<file path="src/rtl/fetch_params.svh">
/* widths, queue depth, boot address and opcode constants for fetch
   QUEUE_DEPTH must be at least 2 so that almost-full leaves room for one read */
`ifndef FETCH_PARAMS_SVH
`define FETCH_PARAMS_SVH

// one word of data and address
`define XLEN 32

`define QUEUE_DEPTH 8

`define BOOT_PC 32'h0000_0100

// rv32i opcode field values
`define OP_JAL 7'b1101111
`define OP_BRANCH 7'b1100011

`define INSTR_ECALL 32'h0000_0073

`endif

</file>
<file path="src/rtl/fetch_pkg.sv">
/* types shared by the fetch front end; widths come from fetch_params.svh */
`include "fetch_params.svh"

package fetch_pkg;

	// byte address
	typedef logic [`XLEN-1:0] addr_t;

	// raw instruction word
	typedef logic [`XLEN-1:0] instr_t;

	typedef struct packed {
		addr_t pc;
		instr_t instr;
	} queue_entry_t;

	// predecoded word as it leaves fetch
	typedef struct packed {
		addr_t pc;
		instr_t instr;
		logic is_ecall;
		logic is_branch;
		logic taken;
		addr_t target;
	} issue_t;

	typedef enum logic [1:0] {
		IDLE,
		REQ,
		WAIT_R,
		HALT
	} fetch_state_t;

endpackage

</file>
<file path="src/rtl/fetch_ctrl.sv">
/* pc and fetch FSM; one read outstanding at most
   a redirect during a read marks the returning word for drop */
`timescale 1ns/1ns
`include "fetch_params.svh"

module fetch_ctrl (
	input logic clk,
	input logic rst_n,
	input logic go,
	input logic redirect_valid,
	input fetch_pkg::addr_t redirect_pc,
	output logic req_valid,
	output fetch_pkg::addr_t req_addr,
	input logic req_ready,
	input logic resp_valid,
	input fetch_pkg::instr_t resp_data,
	output logic push,
	output fetch_pkg::queue_entry_t push_entry,
	output logic flush,
	input logic almost_full
);

	import fetch_pkg::*;

	fetch_state_t state, state_nxt;
	addr_t pc, pc_nxt;
	logic drop, drop_nxt;
	logic req_fire;
	logic resp_ecall;

	// stop requesting while the queue could not take the word
	assign req_valid = (state == REQ) && !almost_full;
	assign req_addr = pc;
	assign req_fire = req_valid && req_ready;

	assign flush = redirect_valid;
	assign push_entry = '{pc: pc, instr: resp_data};
	assign push = (state == WAIT_R) && resp_valid && !drop && !redirect_valid;
	assign resp_ecall = (resp_data == `INSTR_ECALL);

	always_comb begin
		state_nxt = state;
		pc_nxt = pc;
		drop_nxt = drop;
		case (state)
			IDLE, HALT: begin
				if (go)
					state_nxt = REQ;
			end
			REQ: begin
				if (req_fire)
					state_nxt = WAIT_R;
			end
			WAIT_R: begin
				if (resp_valid) begin
					drop_nxt = 1'b0;
					if (push) begin
						pc_nxt = pc + `XLEN'd4;
						state_nxt = resp_ecall ? HALT : REQ;
					end else begin
						state_nxt = REQ;
					end
				end
			end
			default: begin
				state_nxt = IDLE;
			end
		endcase

		// redirect wins over the sequential pc
		if (redirect_valid) begin
			pc_nxt = redirect_pc;
			if (req_fire || (state == WAIT_R && !resp_valid))
				drop_nxt = 1'b1;
		end
	end

	always_ff @(posedge clk or negedge rst_n) begin
		if (!rst_n) begin
			state <= IDLE;
			pc <= `BOOT_PC;
			drop <= 1'b0;
		end else begin
			state <= state_nxt;
			pc <= pc_nxt;
			drop <= drop_nxt;
		end
	end

endmodule

</file>
<file path="src/rtl/axil_read_master.sv">
/* AXI-Lite read channels only, one transaction at a time
   rresp is not checked; resp_valid follows the R transfer by one cycle */
`timescale 1ns/1ns

module axil_read_master (
	input logic clk,
	input logic rst_n,
	input logic req_valid,
	input fetch_pkg::addr_t req_addr,
	output logic req_ready,
	output logic resp_valid,
	output fetch_pkg::instr_t resp_data,
	output fetch_pkg::addr_t araddr,
	output logic arvalid,
	input logic arready,
	input fetch_pkg::instr_t rdata,
	input logic [1:0] rresp,
	input logic rvalid,
	output logic rready
);

	import fetch_pkg::*;

	typedef enum logic [1:0] {
		PH_IDLE,
		PH_ADDR,
		PH_DATA
	} phase_t;

	phase_t phase;
	addr_t addr_q;
	logic r_fire;

	assign req_ready = (phase == PH_IDLE);
	assign arvalid = (phase == PH_ADDR);
	assign rready = (phase == PH_DATA);
	assign araddr = addr_q;
	// error responses are treated as data, rresp left unread
	assign r_fire = rvalid && rready;

	always_ff @(posedge clk or negedge rst_n) begin
		if (!rst_n) begin
			phase <= PH_IDLE;
			resp_valid <= 1'b0;
		end else begin
			resp_valid <= r_fire;
			case (phase)
				PH_IDLE: if (req_valid) phase <= PH_ADDR;
				PH_ADDR: if (arready) phase <= PH_DATA;
				PH_DATA: if (rvalid) phase <= PH_IDLE;
				default: phase <= PH_IDLE;
			endcase
		end
	end

	// payload registers
	always_ff @(posedge clk) begin
		if (req_valid && req_ready)
			addr_q <= req_addr;
		if (r_fire)
			resp_data <= rdata;
	end

endmodule

</file>
<file path="src/rtl/instr_queue.sv">
/* circular FIFO of pc/instr entries, head read combinationally
   flush beats push; push when full and pop when empty are ignored */
`timescale 1ns/1ns
`include "fetch_params.svh"

module instr_queue (
	input logic clk,
	input logic rst_n,
	input logic flush,
	input logic push,
	input fetch_pkg::queue_entry_t push_entry,
	input logic pop,
	output fetch_pkg::queue_entry_t head,
	output logic not_empty,
	output logic almost_full
);

	import fetch_pkg::*;

	localparam int PTR_W = $clog2(`QUEUE_DEPTH);
	localparam int CNT_W = $clog2(`QUEUE_DEPTH + 1);

	queue_entry_t mem [`QUEUE_DEPTH];
	logic [PTR_W-1:0] rd_ptr, wr_ptr;
	logic [CNT_W-1:0] count;
	logic do_push, do_pop;

	assign do_push = push && (count != CNT_W'(`QUEUE_DEPTH));
	assign do_pop = pop && not_empty;

	assign head = mem[rd_ptr];
	assign not_empty = (count != '0);
	// one slot kept free for the read still in flight
	assign almost_full = (count >= CNT_W'(`QUEUE_DEPTH - 1));

	always_ff @(posedge clk or negedge rst_n) begin
		if (!rst_n) begin
			rd_ptr <= '0;
			wr_ptr <= '0;
			count <= '0;
		end else if (flush) begin
			rd_ptr <= '0;
			wr_ptr <= '0;
			count <= '0;
		end else begin
			if (do_push)
				wr_ptr <= (wr_ptr == PTR_W'(`QUEUE_DEPTH - 1)) ? '0 : wr_ptr + 1'b1;
			if (do_pop)
				rd_ptr <= (rd_ptr == PTR_W'(`QUEUE_DEPTH - 1)) ? '0 : rd_ptr + 1'b1;
			if (do_push && !do_pop)
				count <= count + 1'b1;
			else if (do_pop && !do_push)
				count <= count - 1'b1;
		end
	end

	always_ff @(posedge clk) begin
		if (do_push && !flush)
			mem[wr_ptr] <= push_entry;
	end

endmodule

</file>
<file path="src/rtl/instr_predecode.sv">
/* static prediction: JAL and backward branches taken
   is_branch covers JAL as well as conditional branches */
`timescale 1ns/1ns
`include "fetch_params.svh"

module instr_predecode (
	input fetch_pkg::queue_entry_t head,
	input logic not_empty,
	input logic redirect_valid,
	output fetch_pkg::issue_t issue,
	output logic issue_valid
);

	import fetch_pkg::*;

	logic [6:0] opcode;
	logic is_jal, is_cond;
	addr_t imm_j, imm_b;
	addr_t imm;

	assign opcode = head.instr[6:0];
	assign is_jal = (opcode == `OP_JAL);
	assign is_cond = (opcode == `OP_BRANCH);

	// J-type and B-type immediates, bit 0 always zero
	assign imm_j = {{12{head.instr[31]}}, head.instr[19:12], head.instr[20],
		head.instr[30:21], 1'b0};
	assign imm_b = {{20{head.instr[31]}}, head.instr[7], head.instr[30:25],
		head.instr[11:8], 1'b0};
	assign imm = is_jal ? imm_j : imm_b;

	always_comb begin
		issue.pc = head.pc;
		issue.instr = head.instr;
		issue.is_ecall = (head.instr == `INSTR_ECALL);
		issue.is_branch = is_jal || is_cond;
		// sign bit set means a backward branch
		issue.taken = is_jal || (is_cond && head.instr[31]);
		if (is_jal || is_cond)
			issue.target = head.pc + imm;
		else
			issue.target = head.pc + `XLEN'd4;
	end

	// the queue is being flushed this cycle
	assign issue_valid = not_empty && !redirect_valid;

endmodule

</file>
<file path="src/rtl/fetch_top.sv">
/* fetch front end: controller, AXI-Lite read master, queue, predecode
   no write channels; redirect has no ready and is taken every cycle */
`timescale 1ns/1ns

module fetch_top (
	input logic clk,
	input logic rst_n,
	input logic go,
	input logic redirect_valid,
	input fetch_pkg::addr_t redirect_pc,
	output fetch_pkg::addr_t araddr,
	output logic arvalid,
	input logic arready,
	input fetch_pkg::instr_t rdata,
	input logic [1:0] rresp,
	input logic rvalid,
	output logic rready,
	output fetch_pkg::issue_t issue,
	output logic issue_valid,
	input logic issue_ready
);

	import fetch_pkg::*;

	logic req_valid, req_ready;
	addr_t req_addr;
	logic resp_valid;
	instr_t resp_data;
	logic push, flush, pop;
	queue_entry_t push_entry, head;
	logic not_empty, almost_full;

	assign pop = issue_valid && issue_ready;

	fetch_ctrl i_ctrl (
		.clk(clk),
		.rst_n(rst_n),
		.go(go),
		.redirect_valid(redirect_valid),
		.redirect_pc(redirect_pc),
		.req_valid(req_valid),
		.req_addr(req_addr),
		.req_ready(req_ready),
		.resp_valid(resp_valid),
		.resp_data(resp_data),
		.push(push),
		.push_entry(push_entry),
		.flush(flush),
		.almost_full(almost_full)
	);

	axil_read_master i_axil (
		.clk(clk),
		.rst_n(rst_n),
		.req_valid(req_valid),
		.req_addr(req_addr),
		.req_ready(req_ready),
		.resp_valid(resp_valid),
		.resp_data(resp_data),
		.araddr(araddr),
		.arvalid(arvalid),
		.arready(arready),
		.rdata(rdata),
		.rresp(rresp),
		.rvalid(rvalid),
		.rready(rready)
	);

	instr_queue i_queue (
		.clk(clk),
		.rst_n(rst_n),
		.flush(flush),
		.push(push),
		.push_entry(push_entry),
		.pop(pop),
		.head(head),
		.not_empty(not_empty),
		.almost_full(almost_full)
	);

	instr_predecode i_predecode (
		.head(head),
		.not_empty(not_empty),
		.redirect_valid(redirect_valid),
		.issue(issue),
		.issue_valid(issue_valid)
	);

endmodule

</file>
<file path="config.mk">
export PLATFORM = sky130hd
export DESIGN_NAME = fetch_top
export DESIGN_NICKNAME = d
export VERILOG_FILES = /design/src/rtl/fetch_pkg.sv /design/src/rtl/fetch_ctrl.sv /design/src/rtl/axil_read_master.sv /design/src/rtl/instr_queue.sv /design/src/rtl/instr_predecode.sv /design/src/rtl/fetch_top.sv
export VERILOG_INCLUDE_DIRS = /design/src /design/src/rtl
export SDC_FILE = /design/constraint.sdc
export NUM_CORES = 1
export LEC_CHECK = 0
export BUFFER_PORTS_ARGS = -buffer_cell sky130_fd_sc_hd__buf_2
export CORE_MARGIN = 5
export CORE_UTILIZATION = 60
export CTS_CLUSTER_SIZE = 12
export DETAILED_ROUTE_END_ITERATION = 7
export GPL_ROUTABILITY_DRIVEN = 0
export PLACE_DENSITY = 0.83
export SLEW_MARGIN = 20
export SYNTH_ARGS = -nofsm -noshare
export SYNTH_HDL_FRONTEND = slang
export SYNTH_HIERARCHICAL = 1
export SYNTH_SLANG_ARGS = --single-unit
</file>
<file path="constraint.sdc">
create_clock -name clk -period 7.3 [get_ports clk]
set_input_delay 1.095 -clock clk [delete_from_list [all_inputs] [get_ports clk]]
set_output_delay 1.095 -clock clk [all_outputs]
set_load 0.01 [all_outputs]
</file>
## Yosys cells after proc, flatten, opt, wreduce, memory -nomap -nowiden

Memories as Yosys holds them, arrays and structs flattened.
Cells that the tools add are included.

- Logic and storage cells: 105
- Output and inout port bits: 134
- Memories: 1
- Flip-flop bits (word level): 112
- Bits of input ports: 73
- Bits in writable memories: 512

- Equality and inequality tests: 18
- $lt $le $gt $ge: 1
- Add/subtract/negate cells: 7
- Reduce and logical (&&, ||, !) cells: 37
- Mux-type cells: 31

Memory list:

| name | depth | width | rd ports | clocked after memory_dff | wr ports | line | RTL |
|---|---|---|---|---|---|---|---|
| i_queue.mem | 8 | 64 | 1 | 0 | 1 | instr_queue.sv:23 | `` queue_entry_t mem [`QUEUE_DEPTH]; `` |

Operators by type and width:

| operator | number |
|---|---|
| two-way mux 32 bit | 5 |
| adder 32 x 3 -> 32 bit (second input constant) | 2 |
| equality test 32 x 7 -> 1 bit (second input constant) | 2 |
| adder 32 bit | 1 |
| two-way mux 20 bit | 1 |
| two-way mux 3 bit | 6 |
| two-way mux 2 bit | 8 |
| logical AND 1 bit | 15 |
| equality test 7 bit (second input constant) | 2 |
| two-way mux 4 bit | 3 |
| one-hot mux 2 bit (3 select lines) | 2 |
| nonzero test 2 bit | 5 |
| AND reduction 3 bit | 3 |
| != test 2 x 1 -> 1 bit (second input constant) | 4 |
| adder 3 x 1 -> 3 bit (second input constant) | 2 |
| equality test 2 bit (second input constant) | 3 |
| equality test 3 bit (second input constant) | 2 |
| zero test 1 bit | 6 |
| two-way mux 1 bit | 6 |
| adder 4 x 1 -> 4 bit (second input constant) | 1 |
| equality test 2 x 1 -> 1 bit (second input constant) | 2 |
| >= comparator 4 x 3 -> 1 bit (second input constant) | 1 |
| zero test 2 bit | 2 |
| != test 2 bit (second input constant) | 2 |
| other kinds (6) | 8 |

## Longest topological paths before layout

Gate-level depths: netlist of the first run.

- Depth in word-level cells: 10
- Mapped depth: 21
- Gate-level depth less buffers: 16

## By module

Netlist of the first run, hierarchy kept.

Modules (own cells, without submodules):

| module | seq. area each (µm²) | instances | cells an instance | area each (µm²) |
|---|---|---|---|---|
| instr_queue | 15625.0 | 1 | 826 | 19896.6 |
| instr_predecode | 0.0 | 1 | 465 | 3173.0 |
| fetch_ctrl | 877.1 | 1 | 322 | 2756.4 |
| axil_read_master | 1996.9 | 1 | 76 | 2053.2 |
| fetch_top | 0.0 | 1 | 1 | 6.3 |

## Least setup slack after synthesis of the first run

Ideal clock, no wire load.

- Path kind: input port to flip-flop
- Start point: in redirect_valid
- End point: mem i_queue/mem[0][0] (netlist bit) (enable)
- Setup slack: 176 ps
- Stages: 6
- Data arrival time: 6559 ps
- Path through: clkbuf_1 clkbuf_1 nor2_1 nand2b_1 or3_1 nor3_1

- Word-level cells in the longest chain between the ends: 6

RTL lines:

| what | line | RTL |
|---|---|---|
| from (decl) | fetch_top.sv:9 | `input logic redirect_valid,` |
| zero test 1 bit | fetch_ctrl.sv:38 | `assign push = (state == WAIT_R) && resp_valid && !drop && !redirect_valid;` |
| logical AND 1 bit | fetch_ctrl.sv:38 |  |
| net push | fetch_top.sv:29 | `logic push, flush, pop;` |
| logical AND 1 bit | instr_queue.sv:28 | `` assign do_push = push && (count != CNT_W'(`QUEUE_DEPTH)); `` |
| logical AND 1 bit | instr_queue.sv:58 | `if (do_push && !flush)` |
| two-way mux 1 bit | instr_queue.sv:58 |  |
| two-way mux 1 bit (not written as such) | instr_queue.sv:59 | `mem[wr_ptr] <= push_entry;` |
| to (decl) | instr_queue.sv:23 |  |

The timed path passes the listed nets, and every way through them passes these cells.

==> out/results.tsv, run 1 <==
metric	value	unit
status	completed	
slew_headroom	22.7	%
wirelength	67.2	mm
p_sw_share	21.5	%
nets	1906	
setup_tns	0	ns
ys_types	86	
yosysSeqAreaShare	66.3	%
drive_gt1_share	30.0	%
portBuffers	204	
combinationalPowerShare	4.2	%
rows	79	
slowest_delay	0.63	ns
ys_top_cells_by_count	576 x edfxtp_1, 130 x buf_4, 128 x mux4_2	
routedWlPerCell	27.5	µm
fmax	0.141	GHz
r2r_slack	3.22	ns
synth_area_leader_cell	edfxtp_1	
synthMuxAreaShare	13.4	%
crit_family	compound AO/OA/AOI/OAI gates	
required	6.20	ns
cp_cell_sequence	mux4_2, mux2_2, nand4_1, nor2_1, and3_2, mux2_2, ha_1, fa_1, a21oi_1, nor2_1, o211ai_1, a311o_1, a21oi_1, o311ai_0, a21oi_1, a211oi_1, buf_2	
syn-cell-area	27900	µm²
setup_viol	0	
synth.avg_cell_area	16.5	µm²
synth-xor-area-share	1.95	%
powerDensity	247	nW/µm²
diodes	0	
yosysTopAreaCellShare	62.0	%
drt-initial-drc-count	1916	
vias	16100	
final_cells	2442	
seq_power_share	56.0	%
criticalPathCategory	flip-flop to primary output	
synth_top_family_by_area	multiplexers	
post-place-cells	2330	
synth_adder_area_share	2.07	%
syn_nets	1808	
synthTopCellsByArea	edfxtp_1 62%, mux4_2 10%, dfrtp_1 4.2%	
synth_seq_cells	624	
fin_crit	7.09	ns
firstDrtPassIters	5	
cts_buffers	61	
grt.met3_usage	6.29	%
synth_flop_cell	edfxtp_1	
drv_cap	0	
first_global_vias	16200	
yosysMostFrequentCell	edfxtp_1	
tightest_slew	1.16	ns
grt_antenna_before_repair	0	
critPathCaptureType	primary output	
viasPerCell	6.58	
die_w	226	µm
drv_slew	0	
start_util	60.3	%
die_h	226	µm
clock_skew	0.0117	ns
dieArea	50900	µm²
synth_edf_count	576	
top_usage_layer	met2	
min_path_type	flip-flop to flip-flop	
clkSlewWorstSetupHoldPaths	0.07	ns
ioPinCount	207	
cellInternalPower	5.95	mW
grt-ovfl-total	0	
start_kind	flip-flop	
insertion_delay	0.61	ns
cts_tree	built	
grt_usage	26.2	%
ys_warn_count	6	
core	46300	µm²
syn_to_final_growth	9.93	%
yosys.area_share.simple	6.37	%
hold_viol_final	0	
slowest_stage	dfrtp_4	
clkPwrFrac	39.7	%
path_common_cell	a21oi_1	
htree_levels	2	
crit_fanout	14	
clock_path_buffers	3	
irDropWorstVdd	0.000251	V
timing.final.crit_share	97.1	%
cts.sinks	624	
use_met2	42.2	%
synth_cells	1690	
p_leak	10.2	nW
use_met1	36.4	%
rsz0062_at_grt	no	
final_antenna_net_count	0	
drcViolationCount	0	
path_buf_inv	1	
grt_first_pass_wirelength	99.9	mm
cp.arrival	6.00	ns
synthArstFlopShare	7.69	%
cts_root_buffer	clkbuf_16	
switchingPower	1.62	mW
dpl.hpwl	42.0	mm
synth_compound_area_share	5.01	%
grt_max_degree	103	
power	7.57	mW
-- what timing repair did --
item | in CTS | in global routing
buffers inserted | 0 | 1
setup endpoints to repair | 0 | 4
hold buffers | 0 | 0
gates resized for setup | 0 | 3
-- worst register-to-register path, cell delays in order (launching register included) --
cell	delay, ns
dfrtp_1	0.40
inv_1	0.06
ha_1	0.34
nand3b_1	0.29
nor2_1	0.39
nand2b_1	0.20
or3_1	0.50
nor2_4	0.76
buf_4	0.71
-- kinds of logic (layout without fill, tap and decap cells) --
| kind of cell | Yosys count | after routing |
|---|---|---|
| XOR/XNOR | 62 | 62 |
| flip-flops | 624 | 624 |
| multiplexers | 205 | 205 |
| AO/OA/AOI/OAI | 208 | 208 |
| adder cells (fa/ha/maj) | 45 | 45 |
| buffers and inverters | 219 | 364 |
| AND/OR/NAND/NOR | 327 | 327 |
-- registers in the layout, indices dropped and copies added, names as in the netlist --
register / cells
i_queue/rd_ptr: 3
i_queue/mem: 512
i_axil/araddr: 32
i_axil/phase: 2
i_ctrl/state: 2
i_ctrl/req_addr: 32
i_axil/resp_data: 32
i_queue/wr_ptr: 3
i_axil/resp_valid: 1
i_queue/count: 4
i_ctrl/drop: 1
-- metal layers --
metal / wire length [µm] / vias to the layer above
met4: 2350 / 0
met2: 32300 / 988
li1: - / 6770
met3: 7550 / 178
met5: 0 / -
met1: 25000 / 8133
-- placed cells by master, fill, tap and decap left out, types with 4 or more instances in the layout --
| cell | synthesis | final |
|---|---|---|
| a211oi_1 | 7 | 7 |
| a21o_1 | 23 | 23 |
| a21oi_1 | 39 | 39 |
| a31oi_1 | 19 | 19 |
| and2_1 | 7 | 6 |
| and4_1 | 8 | 8 |
| buf_2 | 17 | 204 |
| buf_4 | 130 | 23 |
| clkbuf_1 | 46 | 33 |
| clkbuf_16 | 0 | 63 |
| clkbuf_8 | 0 | 5 |
| dfrtp_1 | 47 | 44 |
| edfxtp_1 | 576 | 576 |
| ha_1 | 43 | 43 |
| inv_1 | 18 | 18 |
| mux2_2 | 71 | 71 |
| mux2i_1 | 6 | 6 |
| mux4_2 | 128 | 128 |
| nand2_1 | 87 | 86 |
| nand2b_1 | 12 | 12 |
| nand3_1 | 29 | 29 |
| nand4_1 | 24 | 24 |
| nand4b_1 | 5 | 5 |
| nor2_1 | 56 | 50 |
| nor2_4 | 0 | 6 |
| nor2b_1 | 6 | 6 |
| nor3_1 | 18 | 16 |
| nor4_1 | 14 | 14 |
| nor4b_1 | 4 | 4 |
| o21a_1 | 6 | 6 |
| o21ai_0 | 61 | 61 |
| o31ai_1 | 15 | 15 |
| or3_1 | 15 | 15 |
| or4_1 | 13 | 13 |
| xnor2_1 | 42 | 42 |
| xor2_1 | 20 | 20 |
-- final cells by class --
class / instances / area [µm²]
Clock buffer: 101 / 1770
Clock inverter: 9 / 121
Timing Repair Buffer: 234 / 1330
Tap cell: 607 / 759
Sequential cell: 624 / 18500
Fill cell: 2962 / 15600
Multi-Input combinational cell: 847 / 8100
Inverter: 20 / 75.1
-- final timing paths --
kind	startpoint	depth (start not counted)	to
hold / removal	i_axil/phase[1]$_DFFE_PN0P_	1	i_axil/phase[0]$_DFFE_PN0P_
setup reg to reg	i_ctrl/state[0]$_DFFE_PN0P_	8	i_queue/mem[6][17]$_DFFE_PP_
hold reg to reg	i_axil/phase[1]$_DFFE_PN0P_	1	i_axil/phase[0]$_DFFE_PN0P_
max in group asynchronous	rst_n	2	i_queue/rd_ptr[1]$_DFFE_PN0P_
setup / recovery	i_queue/rd_ptr[0]$_DFFE_PN0P_	17	issue[27]
min in group asynchronous	rst_n	2	i_ctrl/req_addr[10]$_DFFE_PN0P_
-- stage by stage --
step | setup WS (ns) | cell area [µm²] | util, % | hold slack, ns
5_1_grt | 0.00370 | 30700 | 66.3 | 0.489
3_3_place_gp | 0.956 | 28700 | 62.0 | 0.448
3_5_place_dp | 0.826 | 28700 | 62.1 | 0.461
4_1_cts | 0.126 | 30600 | 66.2 | 0.468
6_report | 0.208 | 30700 | 66.3 | 0.466
2_1_floorplan | 0.176 | 27900 | - | 0.433
-- power groups by stage --
stage / Combinational [mW] / Sequential (mW) / Clock [mW]
after floorplan: 0.206 / 4.26 / 0
after global placement: 0.308 / 4.30 / 0
after detailed placement: 0.320 / 4.31 / 0
after CTS: 0.325 / 4.24 / 3.03
after global routing: 0.351 / 4.26 / 3.20
final: 0.322 / 4.24 / 3.01
Note: power is estimated with default switching activity, not from simulation.
==> inputs of run 2 (changes only) <==
--- a/config.mk
+++ b/config.mk
@@ -6,13 +6,14 @@
 export SDC_FILE = /design/constraint.sdc
 export NUM_CORES = 1
 export LEC_CHECK = 0
+export ABC_AREA = 1
 export BUFFER_PORTS_ARGS = -buffer_cell sky130_fd_sc_hd__buf_2
 export CORE_MARGIN = 5
-export CORE_UTILIZATION = 60
+export CORE_UTILIZATION = 30
 export CTS_CLUSTER_SIZE = 12
 export DETAILED_ROUTE_END_ITERATION = 7
 export GPL_ROUTABILITY_DRIVEN = 0
-export PLACE_DENSITY = 0.83
+export PLACE_DENSITY = 0.48
 export SLEW_MARGIN = 20
 export SYNTH_ARGS = -nofsm -noshare
 export SYNTH_HDL_FRONTEND = slang
==> out/results.tsv, run 2 <==
metric	value	unit
grt_usage	16.5	%
rows	115	
yosysMostFrequentCell	nor2_1	
holdWs	0.470	ns
ioPinCount	207	
drive_gt1_share	13.1	%
final_antenna_net_count	0	
reg2regPathDepth	11	
cts_post_setup_buffers_inserted	0	
cts_root_buffer	clkbuf_16	
p_leak	12.4	nW
grt_max_degree	81	
drt-initial-drc-count	1793	
tightest_slew	1.12	ns
p_sw_share	33.7	%
clkSlewWorstSetupHoldPaths	0.06	ns
synth_flop_cell	edfxtp_1	
yosysTopAreaCellShare	58.6	%
cts_tree	built	
portBuffers	204	
cts_buffers	61	
nets	3119	
post-place-cells	4225	
pre_cts_ws	1.39	ns
first_global_vias	19600	
wirelength	88.7	mm
status	completed	
final_cells	4324	
setup_viol	0	
cp.arrival	5.49	ns
synth_seq_cells	624	
syn-cell-area	29500	µm²
firstDrtPassIters	6	
largest-register	i_queue/mem	
dieArea	105000	µm²
required	6.20	ns
layout_commonest_cell	nor2_1	
power	9.90	mW
powerDensity	300	nW/µm²
synth_area_leader_cell	edfxtp_1	
yosysSeqAreaShare	62.6	%
ys_warn_count	6	
viasPerCell	4.74	
min_path_type	flip-flop to flip-flop	
rsz0062_at_grt	no	
clock_skew	0.0209	ns
switchingPower	3.34	mW
synth.avg_cell_area	10.2	µm²
seq_power_share	43.2	%
synth_cells	2900	
dpl.hpwl	58.1	mm
start_util	30.1	%
vias	20500	
irDropWorstVdd	0.000171	V
drv_slew	0	
routedWlPerCell	20.5	µm
start_kind	flip-flop	
die_w	324	µm
core	98000	µm²
nFillCells	10000	
drv_cap	0	
setup_tns	0	ns
final_area	33000	µm²
final_util	33.7	%
cts_hold_buffers	0	
hold_depth	1	
criticalPathCategory	flip-flop to primary output	
critPathCaptureType	primary output	
syn_to_final_growth	11.8	%
synthTopCellsByArea	edfxtp_1 59%, nor2_1 7.6%, nand2_1 6.3%	
final_cell_mix	587 x nor2_1, 576 x edfxtp_1, 497 x nand2_1	
timing.final.crit_share	90.2	%
grt-ovfl-total	0	
grt_antenna_before_repair	15	
cts.sinks	624	
slew_headroom	25.2	%
post_dp_cell_area	31300	µm²
insertion_delay	0.63	ns
ys_types	51	
largest_reg_flops	512	
fin_crit	6.59	ns
grt_first_pass_wirelength	129	mm
hold_viol_final	0	
die_h	324	µm
cts_resized	0	
clkPwrFrac	28.7	%
syn_nets	3018	
clock_path_buffers	3	
synth_edf_count	576	
htree_levels	2	
crit_fanout	66	
drcViolationCount	0	
fin_ws	0.712	ns
combinationalPowerShare	28.1	%
cellInternalPower	6.56	mW
ys_top_cells_by_count	596 x nor2_1, 576 x edfxtp_1, 497 x nand2_1	
synthArstFlopShare	7.69	%
fmax	0.152	GHz
-- run 2: cell types whose count changed after synthesis, sizes merged, moves of 84 or more --
cell | before | now
nor2 | 56 | 611
nand3 | 29 | 113
nand2 | 88 | 501
inv | 19 | 192
o21ai | 64 | 296
mux4 | 128 | 0
-- run 2: cell type report --
type	instances	area, µm²	share of cell area (%)
repair buffers	281	1600	4.84
diodes	3	7.51	0.0227
clock buffers	83	1680	5.09
flip-flops and latches	624	18500	56.0
clock inverters	13	60.1	0.182
multi-input cells	1841	8830	26.7
well taps	1287	1610	4.88
inverters	192	731	2.21
-- run 2: logic make-up (layout without fill, tap and decap cells) --
kind of cell / count (synthesis) / in the layout / synth area share [%]
simple gates: 1269 / 1269 / 17.5
other cells: 0 / 3 / 0
fa+ha+maj: 45 / 45 / 1.96
mux: 2 / 2 / 0.0678
xor+xnor: 40 / 40 / 1.19
buf+inv: 435 / 569 / 7.70
flops: 624 / 624 / 62.6
compound gates: 485 / 485 / 8.97
-- run 2: path summary, 6_finish.rpt --
kind / startpoint / end / slack (ns)
setup / recovery: i_queue/rd_ptr[1]$_DFFE_PN0P_ / issue[13] / 0.71
hold / removal: i_ctrl/drop$_DFF_PN0_ / i_ctrl/drop$_DFF_PN0_ / 0.47
setup reg to reg: i_ctrl/state[0]$_DFFE_PN0P_ / i_queue/mem[5][19]$_DFFE_PP_ / 3.46
hold reg to reg: i_ctrl/drop$_DFF_PN0_ / i_ctrl/drop$_DFF_PN0_ / 0.47
max in group asynchronous: rst_n / i_queue/rd_ptr[0]$_DFFE_PN0P_ / 6.17
min in group asynchronous: rst_n / i_ctrl/req_addr[22]$_DFFE_PN0P_ / 0.60
-- run 2: power by group through the flow --
stage | Sequential (mW) | Combinational (mW) | Clock, mW
3_3_place_gp | 4.35 | 2.81 | 0
4_1_cts | 4.28 | 2.82 | 2.92
2_1_floorplan | 4.27 | 1.92 | 0
5_1_grt | 4.30 | 3.11 | 3.07
6_report | 4.28 | 2.78 | 2.84
3_5_place_dp | 4.35 | 2.81 | 0
-- run 2: worst max-delay path, stage by stage (launching register included) --
cell and delay [ns]:
dfrtp_4 0.60, inv_4 0.38, buf_4 0.77, o21ai_0 0.20
o22ai_1 0.15, nor2_1 0.05, a31oi_1 0.78, ha_1 0.38
fa_1 0.32, nand3_1 0.11, nand3_1 0.17, nand3_1 0.10
nand3_1 0.17, xnor2_1 0.09, o21ai_0 0.34, buf_2 0.21
-- run 2: per-layer routing --
| metal | up-vias | GRT usage (%) | wire length (µm) |
|---|---|---|---|
| met5 | - | 0 | 94 |
| li1 | 9992 | - | - |
| met3 | 121 | 2.94 | 5440 |
| met2 | 516 | 26.8 | 40800 |
| met1 | 9863 | 23.1 | 40300 |
| met4 | 14 | 4.17 | 2040 |
